### src/hdl/ram_bus_pkg.sv
// AXI4-Lite bus types
`default_nettype none

package ram_bus_pkg;

  // ----------------------------------------------------------
  // Field widths
  // ----------------------------------------------------------

  // Byte address width
  localparam int AXIL_ADDR_WIDTH = 32;
  // Data bus width
  localparam int AXIL_DATA_WIDTH = 32;
  // One strobe per data byte
  localparam int AXIL_STRB_WIDTH = AXIL_DATA_WIDTH / 8;

  // Size of the decoded window in bytes
  // Anything at or above answers SLVERR
  localparam int RAM_BYTES = 256;

  // ----------------------------------------------------------
  // Field types
  // ----------------------------------------------------------

  typedef logic [AXIL_ADDR_WIDTH-1:0] axil_addr_t;
  typedef logic [AXIL_DATA_WIDTH-1:0] axil_data_t;
  typedef logic [AXIL_STRB_WIDTH-1:0] axil_strb_t;

  // Response codes, EXOKAY and DECERR never produced
  typedef enum logic [1:0] {
    RESP_OKAY   = 2'b00,
    RESP_SLVERR = 2'b10
  } axil_resp_t;

  // ----------------------------------------------------------
  // Channel payloads
  // ----------------------------------------------------------

  // W channel payload, 36 bits
  typedef struct packed {
    axil_data_t data;
    axil_strb_t strb;
  } axil_w_t;

  // R channel payload, 34 bits
  typedef struct packed {
    axil_data_t data;
    axil_resp_t resp;
  } axil_r_t;

endpackage : ram_bus_pkg

`default_nettype wire

### src/hdl/ram_cfg_pkg.sv
// Scratch RAM configuration
`default_nettype none

package ram_cfg_pkg;

  // ----------------------------------------------------------
  // Array geometry
  // ----------------------------------------------------------

  // Entries in the array
  localparam int RAM_DEPTH = 64;
  // Bits per entry
  localparam int DATA_WIDTH = 32;
  // Smallest writable unit, one byte lane
  localparam int WORD_WIDTH = 8;
  // Byte lanes per entry
  localparam int NUM_WORDS = DATA_WIDTH / WORD_WIDTH;
  // Entry index bits
  localparam int INDEX_WIDTH = $clog2(RAM_DEPTH);
  // Byte address bits below the entry index
  localparam int BYTE_OFF_WIDTH = $clog2(NUM_WORDS);

  // ----------------------------------------------------------
  // Pipeline and flow control
  // ----------------------------------------------------------

  // Stages on the write command and read address paths
  localparam int ADDR_STAGES = 1;
  // Stages on the read data path
  localparam int RD_DATA_STAGES = 1;
  // Cycles from read address to read data valid
  localparam int READ_LATENCY = ADDR_STAGES + RD_DATA_STAGES;
  // Reads in flight or buffered in the front end
  localparam int RD_CREDITS = 4;

  // ----------------------------------------------------------
  // Memory command types
  // ----------------------------------------------------------

  typedef logic [INDEX_WIDTH-1:0] ram_index_t;
  typedef logic [DATA_WIDTH-1:0] ram_rd_data_t;

  // Write command, 42 bits
  typedef struct packed {
    ram_index_t             index;
    ram_rd_data_t           data;
    logic [NUM_WORDS-1:0]   word_en;  // One enable per byte lane
  } ram_wr_cmd_t;

endpackage : ram_cfg_pkg

`default_nettype wire

### src/hdl/axil_ram_front.sv
// AXI4-Lite front end for the scratch RAM
`timescale 1ns/1ps
`default_nettype none

module axil_ram_front (
  input  logic                      wr_clk,
  input  logic                      wr_rst,
  // AW
  input  logic                      awvalid,
  output logic                      awready,
  input  ram_bus_pkg::axil_addr_t   awaddr,
  // W
  input  logic                      wvalid,
  output logic                      wready,
  input  ram_bus_pkg::axil_w_t      w,
  // B
  output logic                      bvalid,
  input  logic                      bready,
  output ram_bus_pkg::axil_resp_t   bresp,
  // AR
  input  logic                      arvalid,
  output logic                      arready,
  input  ram_bus_pkg::axil_addr_t   araddr,
  // R
  output logic                      rvalid,
  input  logic                      rready,
  output ram_bus_pkg::axil_r_t      r,
  // Memory side
  output logic                      wr_valid,
  output ram_cfg_pkg::ram_wr_cmd_t  wr_cmd,
  output logic                      rd_addr_valid,
  output ram_cfg_pkg::ram_index_t   rd_addr,
  input  logic                      rd_data_valid,
  input  ram_cfg_pkg::ram_rd_data_t rd_data
);

  import ram_cfg_pkg::*;
  import ram_bus_pkg::*;

  localparam int PTR_W = $clog2(RD_CREDITS);
  localparam int CNT_W = PTR_W + 1;

  // Low during reset and the cycle after
  logic ready_en_q;

  always_ff @(posedge wr_clk) begin
    if (wr_rst) begin
      ready_en_q <= 1'b0;
    end else begin
      ready_en_q <= 1'b1;
    end
  end

  // ----------------------------------------------------------
  // Write path
  // ----------------------------------------------------------

  logic       b_valid_q;
  axil_resp_t b_resp_q;
  logic       b_free;
  logic       wr_accept;
  logic       wr_in_range;

  // B slot free now or emptied this cycle
  assign b_free = !b_valid_q || bready;

  // AW and W taken together only
  assign awready   = ready_en_q && b_free && wvalid;
  assign wready    = ready_en_q && b_free && awvalid;
  assign wr_accept = awvalid && awready;

  assign wr_in_range = awaddr < RAM_BYTES;

  // Byte address to entry index, strobes to lane enables
  assign wr_valid       = wr_accept && wr_in_range;
  assign wr_cmd.index   = awaddr[BYTE_OFF_WIDTH +: INDEX_WIDTH];
  assign wr_cmd.data    = w.data;
  assign wr_cmd.word_en = w.strb;

  always_ff @(posedge wr_clk) begin
    if (wr_rst) begin
      b_valid_q <= 1'b0;
    end else if (wr_accept) begin
      b_valid_q <= 1'b1;
    end else if (bready) begin
      b_valid_q <= 1'b0;
    end
  end

  always_ff @(posedge wr_clk) begin
    if (wr_accept) begin
      b_resp_q <= wr_in_range ? RESP_OKAY : RESP_SLVERR;
    end
  end

  assign bvalid = b_valid_q;
  assign bresp  = b_resp_q;

  // ----------------------------------------------------------
  // Read requests and credits
  // ----------------------------------------------------------

  logic [CNT_W-1:0] credit_cnt;
  logic             ar_accept;
  logic             r_accept;
  logic             rd_in_range;

  assign arready     = ready_en_q && (credit_cnt < RD_CREDITS);
  assign ar_accept   = arvalid && arready;
  assign r_accept    = rvalid && rready;
  assign rd_in_range = araddr < RAM_BYTES;

  // Only in-range reads reach the memory
  assign rd_addr_valid = ar_accept && rd_in_range;
  assign rd_addr       = araddr[BYTE_OFF_WIDTH +: INDEX_WIDTH];

  // Taken on AR, returned on R
  always_ff @(posedge wr_clk) begin
    if (wr_rst) begin
      credit_cnt <= '0;
    end else begin
      credit_cnt <= credit_cnt + CNT_W'(ar_accept) - CNT_W'(r_accept);
    end
  end

  // ----------------------------------------------------------
  // In-order range flags
  // ----------------------------------------------------------

  logic [RD_CREDITS-1:0] flag_q;   // Bit 0 is the oldest read
  logic [CNT_W-1:0]      flag_cnt;
  logic [PTR_W-1:0]      flag_slot;
  logic                  fifo_push;
  axil_r_t               fifo_entry;

  // Memory data always belongs to the head, an out-of-range head drains at once
  assign fifo_push = rd_data_valid || ((flag_cnt != '0) && !flag_q[0]);
  assign flag_slot = PTR_W'(flag_cnt - CNT_W'(fifo_push));

  always_ff @(posedge wr_clk) begin
    if (wr_rst) begin
      flag_cnt <= '0;
    end else begin
      flag_cnt <= flag_cnt + CNT_W'(ar_accept) - CNT_W'(fifo_push);
    end
  end

  // Shift out on pop, new flag lands behind the survivors
  always_ff @(posedge wr_clk) begin
    if (fifo_push) begin
      flag_q <= flag_q >> 1;
    end
    if (ar_accept) begin
      flag_q[flag_slot] <= rd_in_range;
    end
  end

  always_comb begin
    if (rd_data_valid) begin
      fifo_entry.data = rd_data;
      fifo_entry.resp = RESP_OKAY;
    end else begin
      fifo_entry.data = '0;
      fifo_entry.resp = RESP_SLVERR;
    end
  end

  // ----------------------------------------------------------
  // R response FIFO
  // ----------------------------------------------------------

  axil_r_t        r_mem [RD_CREDITS];
  logic [PTR_W:0] r_wr_ptr;
  logic [PTR_W:0] r_rd_ptr;

  // Credits keep the FIFO from overflowing
  always_ff @(posedge wr_clk) begin
    if (wr_rst) begin
      r_wr_ptr <= '0;
      r_rd_ptr <= '0;
    end else begin
      r_wr_ptr <= r_wr_ptr + (PTR_W + 1)'(fifo_push);
      r_rd_ptr <= r_rd_ptr + (PTR_W + 1)'(r_accept);
    end
  end

  always_ff @(posedge wr_clk) begin
    if (fifo_push) begin
      r_mem[r_wr_ptr[PTR_W-1:0]] <= fifo_entry;
    end
  end

  assign rvalid = r_wr_ptr != r_rd_ptr;
  assign r      = r_mem[r_rd_ptr[PTR_W-1:0]];

endmodule : axil_ram_front

`default_nettype wire

### src/hdl/axil_ram_top.sv
// AXI4-Lite scratch RAM top
`timescale 1ns/1ps
`default_nettype none

module axil_ram_top (
  input  logic                    wr_clk,
  input  logic                    wr_rst,
  // Write address
  input  logic                    awvalid,
  output logic                    awready,
  input  ram_bus_pkg::axil_addr_t awaddr,
  // Write data
  input  logic                    wvalid,
  output logic                    wready,
  input  ram_bus_pkg::axil_w_t    w,
  // Write response
  output logic                    bvalid,
  input  logic                    bready,
  output ram_bus_pkg::axil_resp_t bresp,
  // Read address
  input  logic                    arvalid,
  output logic                    arready,
  input  ram_bus_pkg::axil_addr_t araddr,
  // Read data
  output logic                    rvalid,
  input  logic                    rready,
  output ram_bus_pkg::axil_r_t    r
);

  import ram_cfg_pkg::*;

  // Front end to memory, no back-pressure
  logic         wr_valid;
  ram_wr_cmd_t  wr_cmd;
  logic         rd_addr_valid;
  ram_index_t   rd_addr;
  logic         rd_data_valid;
  ram_rd_data_t rd_data;

  axil_ram_front u_front (
    .wr_clk        (wr_clk),
    .wr_rst        (wr_rst),
    .awvalid       (awvalid),
    .awready       (awready),
    .awaddr        (awaddr),
    .wvalid        (wvalid),
    .wready        (wready),
    .w             (w),
    .bvalid        (bvalid),
    .bready        (bready),
    .bresp         (bresp),
    .arvalid       (arvalid),
    .arready       (arready),
    .araddr        (araddr),
    .rvalid        (rvalid),
    .rready        (rready),
    .r             (r),
    .wr_valid      (wr_valid),
    .wr_cmd        (wr_cmd),
    .rd_addr_valid (rd_addr_valid),
    .rd_addr       (rd_addr),
    .rd_data_valid (rd_data_valid),
    .rd_data       (rd_data)
  );

  ram_flops_1r1w u_mem (
    .wr_clk        (wr_clk),
    .wr_rst        (wr_rst),
    .wr_valid      (wr_valid),
    .wr_cmd        (wr_cmd),
    .rd_addr_valid (rd_addr_valid),
    .rd_addr       (rd_addr),
    .rd_data_valid (rd_data_valid),
    .rd_data       (rd_data)
  );

endmodule : axil_ram_top

`default_nettype wire

### src/hdl/ram_delay_valid.sv
// Valid-qualified delay chain
`timescale 1ns/1ps
`default_nettype none

module ram_delay_valid #(
  parameter int Width     = 1,
  parameter int NumStages = 1
) (
  input  logic             wr_clk,
  input  logic             wr_rst,
  input  logic             in_valid,
  input  logic [Width-1:0] in,
  output logic             out_valid,
  output logic [Width-1:0] out
);

  if (NumStages == 0) begin : gen_pass
    // No stages, straight through
    assign out_valid = in_valid;
    assign out       = in;
  end else begin : gen_stages
    logic [NumStages-1:0]            valid_q;
    logic [NumStages-1:0][Width-1:0] data_q;

    // Valid shift register
    always_ff @(posedge wr_clk) begin
      if (wr_rst) begin
        valid_q <= '0;
      end else begin
        valid_q[0] <= in_valid;
        for (int i = 1; i < NumStages; i++) begin
          valid_q[i] <= valid_q[i-1];
        end
      end
    end

    // Payload moves only behind a set valid
    always_ff @(posedge wr_clk) begin
      if (in_valid) begin
        data_q[0] <= in;
      end
      for (int i = 1; i < NumStages; i++) begin
        if (valid_q[i-1]) begin
          data_q[i] <= data_q[i-1];
        end
      end
    end

    assign out_valid = valid_q[NumStages-1];
    assign out       = data_q[NumStages-1];
  end

endmodule : ram_delay_valid

`default_nettype wire

### src/hdl/ram_flops_1r1w.sv
// Flop RAM, one read and one write port
`timescale 1ns/1ps
`default_nettype none

module ram_flops_1r1w (
  input  logic                      wr_clk,
  input  logic                      wr_rst,
  // Write command
  input  logic                      wr_valid,
  input  ram_cfg_pkg::ram_wr_cmd_t  wr_cmd,
  // Read address
  input  logic                      rd_addr_valid,
  input  ram_cfg_pkg::ram_index_t   rd_addr,
  // Read data, READ_LATENCY after the address
  output logic                      rd_data_valid,
  output ram_cfg_pkg::ram_rd_data_t rd_data
);

  import ram_cfg_pkg::*;

  // Delayed write command
  logic        mem_wr_valid;
  ram_wr_cmd_t mem_wr_cmd;
  // Delayed read address
  logic        mem_rd_addr_valid;
  ram_index_t  mem_rd_addr;
  // Array side read data
  logic         mem_rd_data_valid;
  ram_rd_data_t mem_rd_data;
  // Same entry written and read in one cycle
  logic        bypass_hit;

  // Byte views
  logic [NUM_WORDS-1:0][WORD_WIDTH-1:0] wr_bytes;
  logic [NUM_WORDS-1:0][WORD_WIDTH-1:0] rd_bytes;

  // The array
  logic [NUM_WORDS-1:0][WORD_WIDTH-1:0] mem [RAM_DEPTH];

  // ----------------------------------------------------------
  // Address side stages
  // ----------------------------------------------------------

  ram_delay_valid #(
    .Width     ($bits(ram_wr_cmd_t)),
    .NumStages (ADDR_STAGES)
  ) u_wr_delay (
    .wr_clk    (wr_clk),
    .wr_rst    (wr_rst),
    .in_valid  (wr_valid),
    .in        (wr_cmd),
    .out_valid (mem_wr_valid),
    .out       (mem_wr_cmd)
  );

  ram_delay_valid #(
    .Width     (INDEX_WIDTH),
    .NumStages (ADDR_STAGES)
  ) u_rd_addr_delay (
    .wr_clk    (wr_clk),
    .wr_rst    (wr_rst),
    .in_valid  (rd_addr_valid),
    .in        (rd_addr),
    .out_valid (mem_rd_addr_valid),
    .out       (mem_rd_addr)
  );

  // ----------------------------------------------------------
  // Write port
  // ----------------------------------------------------------

  assign wr_bytes = mem_wr_cmd.data;

  // Clear on reset, else byte-lane update
  always_ff @(posedge wr_clk) begin
    if (wr_rst) begin
      for (int e = 0; e < RAM_DEPTH; e++) begin
        mem[e] <= '0;
      end
    end else if (mem_wr_valid) begin
      for (int b = 0; b < NUM_WORDS; b++) begin
        if (mem_wr_cmd.word_en[b]) begin
          mem[mem_wr_cmd.index][b] <= wr_bytes[b];
        end
      end
    end
  end

  // ----------------------------------------------------------
  // Read port with same-cycle bypass
  // ----------------------------------------------------------

  assign bypass_hit = mem_wr_valid && (mem_wr_cmd.index == mem_rd_addr);

  // Enabled lanes come from the write, the rest from the array
  always_comb begin
    for (int b = 0; b < NUM_WORDS; b++) begin
      if (bypass_hit && mem_wr_cmd.word_en[b]) begin
        rd_bytes[b] = wr_bytes[b];
      end else begin
        rd_bytes[b] = mem[mem_rd_addr][b];
      end
    end
  end

  assign mem_rd_data_valid = mem_rd_addr_valid;
  assign mem_rd_data       = rd_bytes;

  // Read data stages make up the rest of the latency
  ram_delay_valid #(
    .Width     (DATA_WIDTH),
    .NumStages (READ_LATENCY - ADDR_STAGES)
  ) u_rd_data_delay (
    .wr_clk    (wr_clk),
    .wr_rst    (wr_rst),
    .in_valid  (mem_rd_data_valid),
    .in        (mem_rd_data),
    .out_valid (rd_data_valid),
    .out       (rd_data)
  );

endmodule : ram_flops_1r1w

`default_nettype wire

### config.mk
export PLATFORM = sky130hd
export DESIGN_NAME = axil_ram_top
export DESIGN_NICKNAME = d
export VERILOG_FILES = /design/src/hdl/ram_bus_pkg.sv /design/src/hdl/ram_cfg_pkg.sv /design/src/hdl/axil_ram_front.sv /design/src/hdl/axil_ram_top.sv /design/src/hdl/ram_delay_valid.sv /design/src/hdl/ram_flops_1r1w.sv
export SDC_FILE = /design/constraint.sdc
export NUM_CORES = 2
export LEC_CHECK = 0
export ABC_AREA = 1
export BUFFER_PORTS_ARGS = -buffer_cell sky130_fd_sc_hd__buf_2
export CORE_MARGIN = 1
export CORE_UTILIZATION = 43
export CTS_CLUSTER_SIZE = 14
export DETAILED_ROUTE_END_ITERATION = 6
export PLACE_DENSITY = 0.7
export SETUP_SLACK_MARGIN = 0.5
export SKIP_CTS_REPAIR_TIMING = 1
export SLEW_MARGIN = 5
export SYNTH_ARGS = -nofsm -noshare
export SYNTH_HDL_FRONTEND = slang
export SYNTH_SLANG_ARGS = --single-unit
### constraint.sdc
create_clock -name wr_clk -period 5.2 [get_ports wr_clk]
set_input_delay 0.52 -clock wr_clk [delete_from_list [all_inputs] [get_ports wr_clk]]
set_output_delay 0.52 -clock wr_clk [all_outputs]
set_load 0.05 [all_outputs]
==> run_summary.xml <==
<?xml version="1.0" encoding="UTF-8"?>
<metrics>
  <group name="status">
    <metric name="outcome" unit="">finished clean</metric>
  </group>
  <group name="cts">
    <metric name="cts_max_path_buffers" unit="">3</metric>
    <metric name="clk_pin_slew" unit="ns">0.06</metric>
    <metric name="number_of_sinks_driven_by_the_clock_tree" unit="">2288</metric>
    <metric name="clk_latency" unit="ns">0.89</metric>
    <metric name="cts_max_level" unit="">4</metric>
    <metric name="cts_tree" unit="">built</metric>
    <metric name="numCtsBuffers" unit="">212</metric>
    <metric name="cts_root_buf" unit="">sky130_fd_sc_hd__clkbuf_16</metric>
  </group>
  <group name="floorplanning">
    <metric name="die_width" unit="um">492</metric>
    <metric name="start_util" unit="%">43.4</metric>
    <metric name="core-area" unit="um2">239000</metric>
    <metric name="std_cell_rows" unit="">179</metric>
    <metric name="fp.dieH" unit="um">492</metric>
    <metric name="io_pins" unit="">148</metric>
    <metric name="area_enclosed_by_the_die_boundary" unit="um2">242000</metric>
  </group>
  <group name="route">
    <metric name="ant_nets" unit="">0</metric>
    <metric name="detail_route.vias_per_cell" unit="">5.67</metric>
    <metric name="route.detailed.drc" unit="">0</metric>
    <metric name="drt_pre_antenna_iters" unit="">7</metric>
    <metric name="sum_of_routed_wire_length_over_all_layers" unit="um">297000</metric>
    <metric name="avgRoutedWirePerCell" unit="um">21.9</metric>
    <metric name="number_of_drc_markers_after_the_initial_detailed_route_iteration" unit="">10982</metric>
    <metric name="route.vias.total" unit="">76864</metric>
  </group>
  <group name="worst_setup_path">
    <metric name="cp_cell_sequence" unit="">inv_1 &gt; nand3_1 &gt; nor2_2 &gt; nand2_1 &gt; nand2_1</metric>
    <metric name="worst-path-max-fanout" unit="">9</metric>
    <metric name="worst_setup_path_end_kind" unit="">register</metric>
    <metric name="startpoint_type" unit="">register</metric>
    <metric name="timing.setup.critical_path_class" unit="">register to register</metric>
    <metric name="critPathTopFamily" unit="">simple AND/OR/NAND/NOR gates</metric>
    <metric name="timing.critical_path.slowest_cell_delay" unit="ns">1.15</metric>
    <metric name="crit_path_frequent_cell" unit="">sky130_fd_sc_hd__nand2_1</metric>
    <metric name="worstPathArrival" unit="ns">4.36</metric>
    <metric name="critical_path_required" unit="ns">5.73</metric>
    <metric name="cpMaxStageDelayCell" unit="">sky130_fd_sc_hd__nor2_2</metric>
    <metric name="cp_num_buf_inv" unit="">1</metric>
  </group>
  <group name="synthesis">
    <metric name="yosys_warnings" unit="">0</metric>
    <metric name="netlist_instances" unit="">10362</metric>
    <metric name="post_synth_instance_area" unit="um2">103000</metric>
    <metric name="synth_cell_type_count" unit="">33</metric>
    <metric name="synth.avg_cell_area" unit="um2">9.98</metric>
    <metric name="synth_sequential_area_ratio" unit="%">66.2</metric>
    <metric name="number_of_register_bits_inferred_by_synthesis" unit="">2288</metric>
  </group>
  <group name="power_and_ir_drop">
    <metric name="clock_power_share" unit="%">39.4</metric>
    <metric name="leakage_power" unit="nW">46.3</metric>
    <metric name="irDropWorstVdd" unit="mV">0.337</metric>
    <metric name="pwr-share-seq" unit="%">54.5</metric>
    <metric name="cellInternalPower" unit="mW">30.0</metric>
    <metric name="power.density" unit="nW/um2">342</metric>
    <metric name="switching_share" unit="%">23.0</metric>
    <metric name="switchingPower" unit="mW">8.94</metric>
    <metric name="combinationalPowerShare" unit="%">6.0</metric>
  </group>
  <group name="timing">
    <metric name="max-slew-margin-rel" unit="%">10.3</metric>
    <metric name="setup_viol" unit="">0</metric>
    <metric name="finalSetupTns" unit="ns">0</metric>
    <metric name="rsz_0062_raised_after_global_routing" unit="">no</metric>
    <metric name="whs" unit="ns">0.0467</metric>
    <metric name="timing_max_transition_violations_final" unit="">0</metric>
    <metric name="post-route-period-util" unit="%">73.7</metric>
    <metric name="worst_clock_skew" unit="ns">0.0493</metric>
    <metric name="finalWorstPathRequiredPeriod" unit="ns">3.83</metric>
    <metric name="finalWorstSetupSlack" unit="ns">1.37</metric>
    <metric name="number_of_endpoints_with_negative_hold_slack_in_the_final_report" unit="">0</metric>
    <metric name="max_slew.worst_pin.slew" unit="ns">1.34</metric>
    <metric name="fmaxAchievable" unit="MHz">261</metric>
  </group>
  <group name="place">
    <metric name="worst_setup_slack_post_dpl" unit="ns">1.47</metric>
    <metric name="place_hpwl" unit="um">184000</metric>
    <metric name="place.gp.congestion" unit="">0.918</metric>
    <metric name="io_buffer_count" unit="">141</metric>
    <metric name="dp.cells" unit="">13095</metric>
    <metric name="instance_area_after_placement" unit="um2">106000</metric>
  </group>
  <group name="cells_and_area">
    <metric name="fin_area" unit="um2">114000</metric>
    <metric name="drive_above_1_share" unit="%">8.48</metric>
    <metric name="syn_to_final_growth" unit="%">10.0</metric>
    <metric name="most_frequent_standard_cell_in_the_layout_excluding_fill_and_tap_cells" unit="">sky130_fd_sc_hd__nand2_1</metric>
    <metric name="final-instance-count-excl-fill" unit="">13556</metric>
    <metric name="layout.cells.most_common_list" unit="">2776 x sky130_fd_sc_hd__nand2_1, 2261 x sky130_fd_sc_hd__edfxtp_1, 2149 x sky130_fd_sc_hd__nor2_1</metric>
    <metric name="final_net_count" unit="">10307</metric>
    <metric name="multi_input_comb_area" unit="um2">31500</metric>
    <metric name="filler_cell_count" unit="">21204</metric>
    <metric name="seq_area" unit="um2">68500</metric>
  </group>
  <group name="job">
    <metric name="timing.max_cap.violations" unit="">0</metric>
  </group>
  <group name="global_routing">
    <metric name="pin_count_of_the_biggest_net_entering_global_routing" unit="">193</metric>
    <metric name="first_global_vias" unit="">71325</metric>
    <metric name="remaining_global_route_overflow" unit="">0</metric>
    <metric name="first_pass_grt_wire_length" unit="um">436000</metric>
    <metric name="global_route.usage.total" unit="%">23.8</metric>
    <metric name="antenna_found_initial" unit="">15</metric>
  </group>
  <group name="hold_path">
    <metric name="class_of_the_worst_hold_path" unit="">input port to register</metric>
  </group>
</metrics>
synth_stat cells:
cell | instances | area share, %
sky130_fd_sc_hd__clkinv_2 | 1 | 0.0048
sky130_fd_sc_hd__fa_1 | 2 | 0.039
sky130_fd_sc_hd__a211oi_1 | 1 | 0.0073
sky130_fd_sc_hd__inv_2 | 39 | 0.14
sky130_fd_sc_hd__nor3_1 | 5 | 0.024
sky130_fd_sc_hd__nand3_1 | 1908 | 9.2
sky130_fd_sc_hd__nand2_4 | 181 | 2.0
sky130_fd_sc_hd__xnor2_1 | 6 | 0.051
sky130_fd_sc_hd__buf_1 | 70 | 0.25
sky130_fd_sc_hd__ha_1 | 7 | 0.085
sky130_fd_sc_hd__nor2_2 | 4 | 0.024
sky130_fd_sc_hd__nor2_4 | 4 | 0.044
sky130_fd_sc_hd__nand4_1 | 2 | 0.012
sky130_fd_sc_hd__inv_4 | 1 | 0.0061
sky130_fd_sc_hd__buf_6 | 2 | 0.022
sky130_fd_sc_hd__or2_2 | 1 | 0.0061
sky130_fd_sc_hd__nor2_1 | 2206 | 8.0
sky130_fd_sc_hd__a31oi_2 | 1 | 0.012
sky130_fd_sc_hd__a21oi_1 | 3 | 0.015
sky130_fd_sc_hd__o22ai_1 | 34 | 0.21
sky130_fd_sc_hd__buf_2 | 283 | 1.4
sky130_fd_sc_hd__nand2_2 | 1 | 0.0061
sky130_fd_sc_hd__dfxtp_1 | 27 | 0.52
sky130_fd_sc_hd__nor4_1 | 11 | 0.067
sky130_fd_sc_hd__buf_4 | 33 | 0.24
sky130_fd_sc_hd__clkbuf_1 | 331 | 1.2
sky130_fd_sc_hd__o21ai_0 | 74 | 0.36
sky130_fd_sc_hd__xor2_1 | 4 | 0.034
sky130_fd_sc_hd__nand2_1 | 2776 | 10
sky130_fd_sc_hd__conb_1 | 1 | 0.0036
sky130_fd_sc_hd__nand3b_1 | 1 | 0.0073
sky130_fd_sc_hd__inv_1 | 81 | 0.29
sky130_fd_sc_hd__edfxtp_1 | 2261 | 66
power by group through the flow:
stage	Combinational, mW	Sequential, mW	Clock (mW)
after global placement	2.26	21.6	0
after detailed placement	2.31	21.6	0
after floorplan	1.73	21.5	0
after CTS	2.31	21.2	15.4
final	2.34	21.2	15.3
after global routing	2.53	21.3	16.1
cells by family after synthesis:
kind of cell	share of synthesized area, %
AO/OA/AOI/OAI	0.598
other	0.00363
buffers and inverters	3.53
AND/OR/NAND/NOR	29.5
flip-flops	66.2
XOR/XNOR	0.0847
adder cells (fa/ha/maj)	0.123
sequential cells by signal (all words and copies together) (netlist names), 3 cells and up, named ones only:
name,cells
u_mem.u_wr_delay.out,42
u_front.r_mem,132
u_front.credit_cnt,3
u_front.r_rd_ptr,3
u_mem.u_rd_addr_delay.out,6
u_mem.u_rd_data_delay.out,32
u_front.r_wr_ptr,3
u_mem.mem,2048
u_front.flag_q,4
u_front.flag_cnt,3
final cells by class:
| type | count | area share [%] |
|---|---|---|
| Antenna cell | 14 | 0.0308 |
| Clock buffer | 260 | 4.82 |
| Clock inverter | 138 | 1.17 |
| Inverter | 122 | 0.443 |
| Multi-Input combinational cell | 7234 | 27.7 |
| Sequential cell | 2288 | 60.2 |
| Tap cell | 3167 | 3.48 |
| Timing Repair Buffer | 333 | 2.19 |
worst reg2reg max path: cells and delay by family (launching register included):
kind          cells  cell delay [ns]
simple gates      4             2.56
flops             1             0.57
buf+inv           1             0.34
per-layer routing:
layer | vias to the layer above | GRT usage, % | share of wire (%)
li1 | 34679 | - | -
met1 | 36859 | 31.3 | 37
met2 | 4607 | 36.8 | 45
met3 | 704 | 5.62 | 12
met4 | 15 | 12.0 | 5.2
met5 | - | 0 | 0.038
through the flow:
stage          power (mW)  utilization (%)
2_1_floorplan        23.3                -
4_1_cts              38.9             47.5
3_3_place_gp         23.8             44.6
6_report             38.9             47.7
5_1_grt              39.9             47.7
3_5_place_dp         23.9             44.6
worst paths after layout:
path / start / to / slack (ns) / cells after the start
worst min-delay path: wr_rst / u_mem.u_rd_data_delay.out_valid / 0.05 / 2
worst max-delay path: u_mem.u_wr_delay.out[41] / u_mem.mem[5][20] / 1.37 / 5
worst min register to register: u_front.flag_q[3] / u_front.flag_q[3] / 0.49 / 2
worst max register to register: u_mem.u_wr_delay.out[41] / u_mem.mem[5][20] / 1.37 / 5
Note: power is estimated with default switching activity, not from simulation.
